`src/rtl/dcache_config.svh`:
```
`ifndef DCACHE_CONFIG_SVH
`define DCACHE_CONFIG_SVH

// byte offset bits within a line, 64 byte lines
`define DCACHE_LEN_LINE 6

// set index bits, 64 sets
`define DCACHE_LEN_INDEX 6

// lru bit per set only covers two ways
`define DCACHE_NR_WAYS 2

`define DCACHE_ADDR_W 32
`define DCACHE_DATA_W 32

`endif

```
`src/rtl/axi_pkg.sv`:
```
`include "dcache_config.svh"

package axi_pkg;

    typedef logic [`DCACHE_ADDR_W-1:0] axi_addr_t;
    typedef logic [`DCACHE_DATA_W-1:0] axi_data_t;
    typedef logic [7:0] axi_len_t;
    typedef logic [2:0] axi_size_t;
    typedef logic [`DCACHE_DATA_W/8-1:0] axi_strb_t;

    // one full line per burst
    localparam axi_len_t BURST_LEN = axi_len_t'((1 << (`DCACHE_LEN_LINE - 2)) - 1);

    // 4 bytes per beat
    localparam axi_size_t SIZE_WORD = 3'd2;

endpackage

```
`src/rtl/dcache_pkg.sv`:
```
`include "dcache_config.svh"

package dcache_pkg;

    typedef logic [`DCACHE_ADDR_W-`DCACHE_LEN_INDEX-`DCACHE_LEN_LINE-1:0] tag_t;
    typedef logic [`DCACHE_LEN_INDEX-1:0] index_t;

    // word position in a line, byte offset bits minus the two in-word bits
    typedef logic [`DCACHE_LEN_LINE-3:0] word_off_t;

    // {index, word position}, one ram word per entry
    typedef logic [`DCACHE_LEN_INDEX+`DCACHE_LEN_LINE-3:0] word_addr_t;

    typedef logic [$clog2(`DCACHE_NR_WAYS)-1:0] way_t;
    typedef logic [`DCACHE_DATA_W/8-1:0] wmask_t;

    typedef enum logic [2:0] {
        IDLE,
        LOOKUP,       // arrays read
        DONE,         // hit answered or miss detected
        WB_FILL_BUF,  // victim line copied to line buffer
        WB_BURST,     // aw + 16 w beats + b
        REFILL        // ar + 16 r beats into victim way
    } ctrl_state_t;

endpackage

```
`src/rtl/dcache_array_if.sv`:
```
interface dcache_array_if;
    import dcache_pkg::*;
    import axi_pkg::*;

    word_addr_t rd_addr;          // one cycle ram latency

    wmask_t     data_we;
    way_t       data_way;
    word_addr_t data_wr_addr;
    axi_data_t  data_wdata;
    logic       tag_we;
    tag_t       tag_wdata;

    logic       meta_set_valid;
    logic       meta_set_dirty;
    logic       meta_clr_dirty;
    logic       meta_touch;
    way_t       meta_way;

    logic       hit;
    way_t       hit_way;
    way_t       victim_way;       // lru way of the set
    logic       victim_dirty;
    axi_data_t  rd_data_hit;
    axi_data_t  rd_data_victim;
    tag_t       victim_tag;

    modport ctrl (
        output rd_addr, data_we, data_way, data_wr_addr, data_wdata, tag_we, tag_wdata,
        output meta_set_valid, meta_set_dirty, meta_clr_dirty, meta_touch, meta_way,
        input  hit, hit_way, victim_way, victim_dirty, rd_data_hit, rd_data_victim,
        input  victim_tag
    );

    modport arrays (
        input  rd_addr, data_we, data_way, data_wr_addr, data_wdata, tag_we, tag_wdata,
        input  meta_set_valid, meta_set_dirty, meta_clr_dirty, meta_touch, meta_way,
        output hit, hit_way, victim_way, victim_dirty, rd_data_hit, rd_data_victim,
        output victim_tag
    );

endinterface

```
`src/rtl/dcache_ctrl.sv`:
```
`include "dcache_config.svh"

module dcache_ctrl (
    input  logic                clk,
    input  logic                rst,
    input  logic                mem_en,
    input  logic                mem_write,
    input  axi_pkg::axi_addr_t  mem_addr,
    input  dcache_pkg::wmask_t  mem_wmask,
    input  axi_pkg::axi_data_t  mem_wdata,
    output logic                dstall,
    output axi_pkg::axi_data_t  mem_rdata,
    output axi_pkg::axi_addr_t  araddr,
    output axi_pkg::axi_len_t   arlen,
    output axi_pkg::axi_size_t  arsize,
    output logic                arvalid,
    input  logic                arready,
    input  axi_pkg::axi_data_t  rdata,
    input  logic                rlast,
    input  logic                rvalid,
    output logic                rready,
    output axi_pkg::axi_addr_t  awaddr,
    output axi_pkg::axi_len_t   awlen,
    output axi_pkg::axi_size_t  awsize,
    output logic                awvalid,
    input  logic                awready,
    output axi_pkg::axi_data_t  wdata,
    output axi_pkg::axi_strb_t  wstrb,
    output logic                wlast,
    output logic                wvalid,
    input  logic                wready,
    input  logic                bvalid,
    dcache_array_if.ctrl        arr
);
    import dcache_pkg::*;
    import axi_pkg::*;

    ctrl_state_t state;

    index_t     req_index;
    word_addr_t req_word;
    tag_t       req_tag;

    logic [$bits(word_off_t):0] fill_cnt;  // one extra step for the read latency
    logic       fill_done;
    word_off_t  beat;                      // w beats, then r beats
    word_off_t  beat_nx;
    way_t       vic_way;

    axi_data_t  line_buf [2 ** $bits(word_off_t)];

    assign req_index = mem_addr[`DCACHE_LEN_LINE +: `DCACHE_LEN_INDEX];
    assign req_word  = mem_addr[`DCACHE_LEN_LINE+`DCACHE_LEN_INDEX-1 -: $bits(word_addr_t)];
    assign req_tag   = mem_addr[`DCACHE_ADDR_W-1 -: $bits(tag_t)];
    assign fill_done = fill_cnt[$bits(word_off_t)];
    assign beat_nx   = beat + 1'b1;

    assign dstall    = mem_en && !(state == DONE && arr.hit);
    assign mem_rdata = arr.rd_data_hit;

    assign arlen  = BURST_LEN;
    assign arsize = SIZE_WORD;
    assign awlen  = BURST_LEN;
    assign awsize = SIZE_WORD;
    assign wstrb  = '1;

    // victim words come out of the ram during the fill
    assign arr.rd_addr = (state == WB_FILL_BUF) ?
                         {req_index, fill_cnt[$bits(word_off_t)-1:0]} : req_word;
    assign arr.tag_wdata = req_tag;

    always_comb begin
        arr.data_we        = '0;
        arr.data_way       = vic_way;
        arr.data_wr_addr   = req_word;
        arr.data_wdata     = mem_wdata;
        arr.tag_we         = 1'b0;
        arr.meta_set_valid = 1'b0;
        arr.meta_set_dirty = 1'b0;
        arr.meta_clr_dirty = 1'b0;
        arr.meta_touch     = 1'b0;
        arr.meta_way       = vic_way;
        case (state)
            DONE: begin
                if (arr.hit) begin
                    arr.data_way   = arr.hit_way;
                    arr.meta_way   = arr.hit_way;
                    arr.meta_touch = 1'b1;
                    if (mem_write) begin
                        arr.data_we        = mem_wmask;
                        arr.meta_set_dirty = 1'b1;
                    end
                end
            end
            WB_BURST: arr.meta_clr_dirty = bvalid;  // bready is tied high
            REFILL: begin
                if (rvalid && rready) begin
                    arr.data_we        = '1;
                    arr.data_wr_addr   = {req_index, beat};
                    arr.data_wdata     = rdata;
                    arr.tag_we         = rlast;
                    arr.meta_set_valid = rlast;
                end
            end
            default: ;
        endcase
    end

    always_ff @(posedge clk) begin
        if (rst) begin
            state    <= IDLE;
            arvalid  <= 1'b0;
            awvalid  <= 1'b0;
            wvalid   <= 1'b0;
            wlast    <= 1'b0;
            rready   <= 1'b0;
            fill_cnt <= '0;
            beat     <= '0;
            vic_way  <= '0;
        end else begin
            case (state)
                IDLE: state <= LOOKUP;
                LOOKUP: begin
                    if (mem_en) begin
                        state <= DONE;
                    end
                end
                DONE: begin
                    if (arr.hit) begin
                        state <= LOOKUP;
                    end else if (arr.victim_dirty) begin
                        state    <= WB_FILL_BUF;
                        vic_way  <= arr.victim_way;
                        fill_cnt <= '0;
                    end else begin
                        state   <= REFILL;
                        vic_way <= arr.victim_way;
                        arvalid <= 1'b1;
                        rready  <= 1'b1;
                        beat    <= '0;
                    end
                end
                WB_FILL_BUF: begin
                    fill_cnt <= fill_cnt + 1'b1;
                    if (fill_done) begin
                        state   <= WB_BURST;
                        awvalid <= 1'b1;
                        wvalid  <= 1'b1;
                        wlast   <= 1'b0;
                        beat    <= '0;
                    end
                end
                WB_BURST: begin
                    if (awvalid && awready) begin
                        awvalid <= 1'b0;
                    end
                    if (wvalid && wready) begin
                        if (wlast) begin
                            wvalid <= 1'b0;
                            wlast  <= 1'b0;
                        end else begin
                            beat  <= beat_nx;
                            wlast <= (beat_nx == word_off_t'(BURST_LEN));
                        end
                    end
                    if (bvalid) begin
                        state   <= REFILL;
                        arvalid <= 1'b1;
                        rready  <= 1'b1;
                        beat    <= '0;
                    end
                end
                REFILL: begin
                    if (arvalid && arready) begin
                        arvalid <= 1'b0;
                    end
                    if (rvalid && rready) begin
                        beat <= beat_nx;
                        if (rlast) begin
                            rready <= 1'b0;
                            state  <= LOOKUP;  // looks up again, now a hit
                        end
                    end
                end
                default: state <= IDLE;
            endcase
        end
    end

    always_ff @(posedge clk) begin
        if (state == DONE && !arr.hit) begin
            awaddr <= {arr.victim_tag, req_index, {`DCACHE_LEN_LINE{1'b0}}};
            araddr <= {mem_addr[`DCACHE_ADDR_W-1:`DCACHE_LEN_LINE], {`DCACHE_LEN_LINE{1'b0}}};
        end
        if (state == WB_FILL_BUF && fill_cnt != '0) begin
            line_buf[word_off_t'(fill_cnt - 1'b1)] <= arr.rd_data_victim;
        end
        if (state == WB_FILL_BUF && fill_done) begin
            wdata <= line_buf[0];
        end
        if (state == WB_BURST && wvalid && wready && !wlast) begin
            wdata <= line_buf[beat_nx];
        end
    end

endmodule

```
`src/flat_wrapper.sv`:
```
// flat-port wrapper written by rule: the top's interface ports become plain ports
module dcache_ctrl_flat import dcache_pkg::*; import axi_pkg::*;
  (clk, rst, mem_en, mem_write, mem_addr, mem_wmask, mem_wdata, dstall, mem_rdata, araddr, arlen, arsize, arvalid, arready, rdata, rlast, rvalid, rready, awaddr, awlen, awsize, awvalid, awready, wdata, wstrb, wlast, wvalid, wready, bvalid, arr_rd_addr, arr_data_we, arr_data_way, arr_data_wr_addr, arr_data_wdata, arr_tag_we, arr_tag_wdata, arr_meta_set_valid, arr_meta_set_dirty, arr_meta_clr_dirty, arr_meta_touch, arr_meta_way, arr_hit, arr_hit_way, arr_victim_way, arr_victim_dirty, arr_rd_data_hit, arr_rd_data_victim, arr_victim_tag);
  dcache_array_if arr_i ();
  input  logic clk;
  input  logic rst;
  input  logic mem_en;
  input  logic mem_write;
  input  axi_pkg::axi_addr_t mem_addr;
  input  dcache_pkg::wmask_t mem_wmask;
  input  axi_pkg::axi_data_t mem_wdata;
  output logic dstall;
  output axi_pkg::axi_data_t mem_rdata;
  output axi_pkg::axi_addr_t araddr;
  output axi_pkg::axi_len_t arlen;
  output axi_pkg::axi_size_t arsize;
  output logic arvalid;
  input  logic arready;
  input  axi_pkg::axi_data_t rdata;
  input  logic rlast;
  input  logic rvalid;
  output logic rready;
  output axi_pkg::axi_addr_t awaddr;
  output axi_pkg::axi_len_t awlen;
  output axi_pkg::axi_size_t awsize;
  output logic awvalid;
  input  logic awready;
  output axi_pkg::axi_data_t wdata;
  output axi_pkg::axi_strb_t wstrb;
  output logic wlast;
  output logic wvalid;
  input  logic wready;
  input  logic bvalid;
  output wire logic [$bits(arr_i.rd_addr)-1:0] arr_rd_addr;
  output wire logic [$bits(arr_i.data_we)-1:0] arr_data_we;
  output wire logic [$bits(arr_i.data_way)-1:0] arr_data_way;
  output wire logic [$bits(arr_i.data_wr_addr)-1:0] arr_data_wr_addr;
  output wire logic [$bits(arr_i.data_wdata)-1:0] arr_data_wdata;
  output wire logic [$bits(arr_i.tag_we)-1:0] arr_tag_we;
  output wire logic [$bits(arr_i.tag_wdata)-1:0] arr_tag_wdata;
  output wire logic [$bits(arr_i.meta_set_valid)-1:0] arr_meta_set_valid;
  output wire logic [$bits(arr_i.meta_set_dirty)-1:0] arr_meta_set_dirty;
  output wire logic [$bits(arr_i.meta_clr_dirty)-1:0] arr_meta_clr_dirty;
  output wire logic [$bits(arr_i.meta_touch)-1:0] arr_meta_touch;
  output wire logic [$bits(arr_i.meta_way)-1:0] arr_meta_way;
  input wire logic [$bits(arr_i.hit)-1:0] arr_hit;
  input wire logic [$bits(arr_i.hit_way)-1:0] arr_hit_way;
  input wire logic [$bits(arr_i.victim_way)-1:0] arr_victim_way;
  input wire logic [$bits(arr_i.victim_dirty)-1:0] arr_victim_dirty;
  input wire logic [$bits(arr_i.rd_data_hit)-1:0] arr_rd_data_hit;
  input wire logic [$bits(arr_i.rd_data_victim)-1:0] arr_rd_data_victim;
  input wire logic [$bits(arr_i.victim_tag)-1:0] arr_victim_tag;
  assign arr_rd_addr = arr_i.rd_addr;
  assign arr_data_we = arr_i.data_we;
  assign arr_data_way = arr_i.data_way;
  assign arr_data_wr_addr = arr_i.data_wr_addr;
  assign arr_data_wdata = arr_i.data_wdata;
  assign arr_tag_we = arr_i.tag_we;
  assign arr_tag_wdata = arr_i.tag_wdata;
  assign arr_meta_set_valid = arr_i.meta_set_valid;
  assign arr_meta_set_dirty = arr_i.meta_set_dirty;
  assign arr_meta_clr_dirty = arr_i.meta_clr_dirty;
  assign arr_meta_touch = arr_i.meta_touch;
  assign arr_meta_way = arr_i.meta_way;
  assign arr_i.hit = arr_hit;
  assign arr_i.hit_way = arr_hit_way;
  assign arr_i.victim_way = arr_victim_way;
  assign arr_i.victim_dirty = arr_victim_dirty;
  assign arr_i.rd_data_hit = arr_rd_data_hit;
  assign arr_i.rd_data_victim = arr_rd_data_victim;
  assign arr_i.victim_tag = arr_victim_tag;
  dcache_ctrl u_core (.clk(clk), .rst(rst), .mem_en(mem_en), .mem_write(mem_write), .mem_addr(mem_addr), .mem_wmask(mem_wmask), .mem_wdata(mem_wdata), .dstall(dstall), .mem_rdata(mem_rdata), .araddr(araddr), .arlen(arlen), .arsize(arsize), .arvalid(arvalid), .arready(arready), .rdata(rdata), .rlast(rlast), .rvalid(rvalid), .rready(rready), .awaddr(awaddr), .awlen(awlen), .awsize(awsize), .awvalid(awvalid), .awready(awready), .wdata(wdata), .wstrb(wstrb), .wlast(wlast), .wvalid(wvalid), .wready(wready), .bvalid(bvalid), .arr(arr_i));
endmodule
```
`config.mk`:
```
export PLATFORM = sky130hd
export DESIGN_NAME = dcache_ctrl_flat
export DESIGN_NICKNAME = d
export VERILOG_FILES = /design/src/rtl/axi_pkg.sv /design/src/rtl/dcache_pkg.sv /design/src/rtl/dcache_array_if.sv /design/src/rtl/dcache_ctrl.sv /design/src/flat_wrapper.sv
export VERILOG_INCLUDE_DIRS = /design/src /design/src/rtl
export SDC_FILE = /design/constraint.sdc
export NUM_CORES = 1
export LEC_CHECK = 0
export BUFFER_PORTS_ARGS = -buffer_cell sky130_fd_sc_hd__buf_4
export CAP_MARGIN = 20
export CORE_MARGIN = 3
export CORE_UTILIZATION = 58
export CTS_BUF_LIST = sky130_fd_sc_hd__clkbuf_4 sky130_fd_sc_hd__clkbuf_8
export DETAILED_ROUTE_END_ITERATION = 7
export PLACE_DENSITY = 0.82
export SETUP_SLACK_MARGIN = 0.15
export SYNTH_ARGS = -nofsm -noshare
export SYNTH_HDL_FRONTEND = slang
export SYNTH_SLANG_ARGS = --single-unit
```
`constraint.sdc`:
```
create_clock -name clk -period 4.64 [get_ports clk]
set_clock_uncertainty 0.1 [all_clocks]
set_input_delay 0.696 -clock clk [delete_from_list [all_inputs] [get_ports clk]]
set_output_delay 0.696 -clock clk [all_outputs]
set_load 0.02 [all_outputs]
```
# == Word-level counts from Yosys, hierarchy flattened ==
# Memory sizes are Yosys's and may differ from the RTL's.
# Cells that the tools add are included.
# classes
addsub,3
n_eq_ne,20
n_mux,60
bitwise_logic,1
n_reduce_logical,31
# ops
cell,n
$mux 32,4
$mux 4,13
$mux 1,25
$mux 3,7
$pmux 3 s6,1
$pmux 4 s4,1
$logic_and 1x1->1,12
$ne 2x1->1 const B,6
$ne 2x2->1 const B,6
$mux 5,2
$pmux 5 s2,1
$reduce_and 5->1,2
$reduce_and 3->1,3
$pmux 4 s2,1
$reduce_and 7->1,1
$eq 3x2->1 const B,2
$eq 3x3->1 const B,2
$pmux 1 s2,3
$pmux 1 s3,2
$reduce_and 6->1,1
$reduce_bool 2->1,3
$add 5x1->5 const B,1
$reduce_bool 5->1,1
$add 4x1->4 const B,1
12 further kinds,14
# word_totals
regBits,102
mem_bits_rw,512
input_bits,198
out_inout_bits,243
elab_cells,128
memories,1
# memory_table
name,depth,width,rd,rd_clocked_by_memory_dff,wr,line,source
u_core.line_buf,16,32,2,0,1,dcache_ctrl.sv:50,axi_data_t line_buf [2 ** $bits(word_off_t)];

# == Logic depth before layout (Yosys ltp) ==
# depth
depth_word,5
mapped_depth,11
depth_no_buf,7

# == Worst setup path after synthesis ==
# No wires, ideal clock.
# synth_timing
path_kind,reg2reg
from,register u_core.state[0]
to,register u_core.wdata[0] (enable)
setup_time_ns,0.466
arrival_ns,3.268
t_required_ns,4.074
path_slack_ns,0.806
stages_incl_launch_ff,5
n_path_buf,2
period_less_slack_ns,3.834
cell_sequence,dfxtp_1 -> buf_6 -> clkbuf_1 -> nand2_1 -> o21ai_0
# synth_via
elab_chain_len,5
word_cells_on_any_way,7
classes_between,eq/ne: 2; reduce/logical: 5
# synth_lines
element,line,source
start: declaration,dcache_ctrl.sv:38,ctrl_state_t state;
start signal: assignment,dcache_ctrl.sv:111,state <= IDLE;
start signal: assignment,dcache_ctrl.sv:122,IDLE: state <= LOOKUP;
start signal: assignment,dcache_ctrl.sv:125,state <= DONE;
$eq 3x3->1,dcache_ctrl.sv:201,if (state == WB_BURST && wvalid && wready && !wlast) begin
$logic_and 1x1->1 (3 in a row),dcache_ctrl.sv:201,
$reduce_bool 2->1 (no source line) *,-,
end signal: assignment,dcache_ctrl.sv:199,wdata <= line_buf[0];
end signal: assignment,dcache_ctrl.sv:202,wdata <= line_buf[beat_nx];
end: declaration,dcache_ctrl.sv:27,"output axi_pkg::axi_data_t wdata,"
# Mark *: on every way between the ends. The rest lies on a longest branch, timed or not.
# A chain may end at the register's enable or synchronous reset.

# == Worst setup path after layout ==
# layout_timing
from,register u_core.state[0]
to,"register u_core.wdata[22], data pin"
# layout_via
elab_chain_len,5
# layout_lines
element,line
$eq 3x3->1,dcache_ctrl.sv:201
$logic_and 1x1->1 (3 in a row),dcache_ctrl.sv:201
$mux 32,dcache_ctrl.sv:201
# No other way between the ends.

==> qor.yml <==
hold_depth: 1
hold_buffers: 0
post_cts_buffers: 0
final_common_cell: "edfxtp_1"
max_freq_mhz: 276
peakVddDrop_v: 0.000336
slew_violations: 0
die_h_um: 213
insertion_delay_ns: 0.66
setup_tns_ns: 0
async_flop_share: 0
switching_share: 0.204
grt-ovfl-total: 0
initial_core_util: 0.589
vias: 13721
startpoint_type: "flip-flop"
p_leak_nw: 10.3
synth_area_per_cell_um2: 18.5
hpwl_um: 38000
synth-seq-area-share: 0.730
pwr-share-clk: 0.403
crit_type: "flip-flop to flip-flop"
final-setup-viol-count: 0
synth-edff-count: 590
track_usage: 0.276
grt_max_degree: 104
drtPass1Iterations: 5
grt_pass1_vias: 13645
drv_cap: 0
wl_per_cell_um: 27.6
finalHoldViolCount: 0
dominantRegCellSynth: "edfxtp_1"
fin_ws_ns: 1.01
die_w_um: 213
placed_cell_area_um2: 27400
hp-class: "input pin to flip-flop"
required_ns: 4.92
arrival_ns: 3.91
place_worst_setup_slack_ns: 1.02
antenna_found_initial: 5
syn_inst: 1338
yosysWarnings: 0
grt_pass1_wl_um: 88900
cts_max_level: 3
worst_pin_slew_ns: 1.02
p_per_area_nw_per_um2: 368
area_growth_syn_to_layout_pct: 18.2
r2r_end: "u_core.wdata[22]"
p_seq_frac: 0.560
clkTransAtPathRegs_ns: 0.06
period_minus_slack_ns: 3.63
cts_tree: "yes"
clock_path_buffers: 3
die-area_um2: 45200
path_max_fanout: 35
post-route-period-util: 0.782
ys_types: 54
end_kind: "flip-flop"
synth_area_um2: 24800
holdPathEnd: "u_core.awaddr[31]"
via_per_inst: 6.04
reg2reg_from: "u_core.state[0]"
wirelength_um: 62700
p_comb_frac: 0.036
rsz0062_at_grt: "no"
layout-drive-gt1-share: 0.425
drt-initial-drc-count: 1478
numCtsBuffers: 94
post_cts_resize_count: 0
clock-sinks: 608
status: "finished, final reports clean"
place.gp.congestion: 0.795
core-area_um2: 42000
drc_errors: 0
io_pins: 441
most-common-layout-cells: "edfxtp_1 (590), buf_4 (357), nand2_1 (152)"
root_buffer: "clkbuf_8"
final_area_um2: 29300
max_slew_margin: 0.314
ys_seq_elements: 608
p_int_mw: 8.57
drtAntennaViolNets: 0
min_from: "arr_victim_tag[19]"
p_sw_mw: 2.20
rr_worst_depth: 7
reg2reg_slack_ns: 1.01
num_rows: 75
io_buffer_count: 336
nets: 1866
[per-layer routing]
| layer | wire length, um | up-vias | track usage |
|---|---|---|---|
| met5 | 13 | - | 0 |
| met4 | 1700 | 2 | 0.109 |
| met3 | 6250 | 108 | 0.0775 |
| met2 | 31700 | 843 | 0.446 |
| met1 | 23000 | 7002 | 0.362 |
| li1 | - | 5766 | - |
[synth_stat cells, types with 4 or more instances]
cell type,count,area share
dfxtp_1,18,0.015
nand2_1,152,0.023
nor2_1,35,0.0053
buf_2,15,0.0030
clkbuf_1,22,0.0033
xnor2_1,4,0.0014
a21oi_1,44,0.0089
inv_1,9,0.0014
and2_1,7,0.0018
ha_1,8,0.0040
mux2_2,38,0.017
buf_1,15,0.0023
a21o_1,4,0.0012
buf_6,13,0.0059
mux4_2,128,0.12
a21oi_2,30,0.011
mux2i_1,4,0.0016
o21ai_0,9,0.0018
edfxtp_1,590,0.72
a211o_1,32,0.011
buf_4,111,0.034
[worst max path at each step]
stage,start,endpoint,slack [ns]
2_1_floorplan,u_core.state[0],u_core.wdata[0],0.81
3_3_place_gp,u_core.state[0],u_core.wdata[22],1.09
3_5_place_dp,u_core.state[0],u_core.wdata[22],1.02
4_1_cts,u_core.state[0],arr_meta_set_valid,0.60
5_1_grt,u_core.state[0],arr_data_wdata[17],0.90
6_report,u_core.state[0],u_core.wdata[22],1.01
[final cells by class]
cell class / instances / area [um^2]
multi-input combinational: 581 / 5780
tap: 539 / 674
inverter: 9 / 33.8
timing repair buffer: 366 / 2860
antenna: 4 / 10.0
clock inverter: 41 / 288
clock buffer: 124 / 1540
fill: 2531 / 12800
sequential: 608 / 18100
[power groups by stage]
stage / clock, mW / combinational (mW) / sequential, mW
6_report: 4.34 / 0.391 / 6.03
5_1_grt: 4.66 / 0.416 / 6.03
4_1_cts: 4.42 / 0.387 / 6.03
3_5_place_dp: 0 / 0.387 / 6.15
3_3_place_gp: 0 / 0.375 / 6.15
2_1_floorplan: 0 / 0.213 / 6.15
[critical path, cell delays in order (launching register included)]
cell	delay [ns]
dfxtp_1	0.74
nor3b_4	0.16
nand4b_4	0.13
buf_4	0.54
or2_2	0.85
buf_4	0.40
a21oi_2	0.06
a211o_1	0.31
[state kept, by name, summed over array words and instances, names as in the netlist]
register,flops
u_core.line_buf,512
u_core.arvalid,1
u_core.awaddr,20
u_core.fill_cnt,5
u_core.vic_way,1
u_core.wlast,1
u_core.wvalid,1
u_core.rready,1
u_core.beat,4
u_core.awvalid,1
u_core.state,3
u_core.wdata,32
u_core.araddr,26
[through the flow]
stage           util  instances  hold WS (ns)  power [mW]
2_1_floorplan      -       1374         0.356        6.36
3_3_place_gp   0.652       2102         0.359        6.52
3_5_place_dp   0.652       2102         0.373        6.53
4_1_cts        0.695       2267        0.0767        10.8
5_1_grt        0.696       2271        0.0939        11.1
6_report       0.696       2272         0.125        10.8
[logic make-up (layout without fill, tap and decap cells)]
logic type / count (synthesis) / count (layout) / share of synthesized area
flip-flops: 608 / 608 / 0.730
AND/OR/NAND/NOR: 220 / 220 / 0.0382
buffers and inverters: 185 / 540 / 0.0496
multiplexers: 170 / 170 / 0.135
AO/OA/AOI/OAI: 139 / 139 / 0.0404
adder cells (fa/ha/maj): 8 / 8 / 0.00404
XOR/XNOR: 6 / 6 / 0.00212
other: 2 / 42 / 0.000303
(Power assumes the default switching activity.)
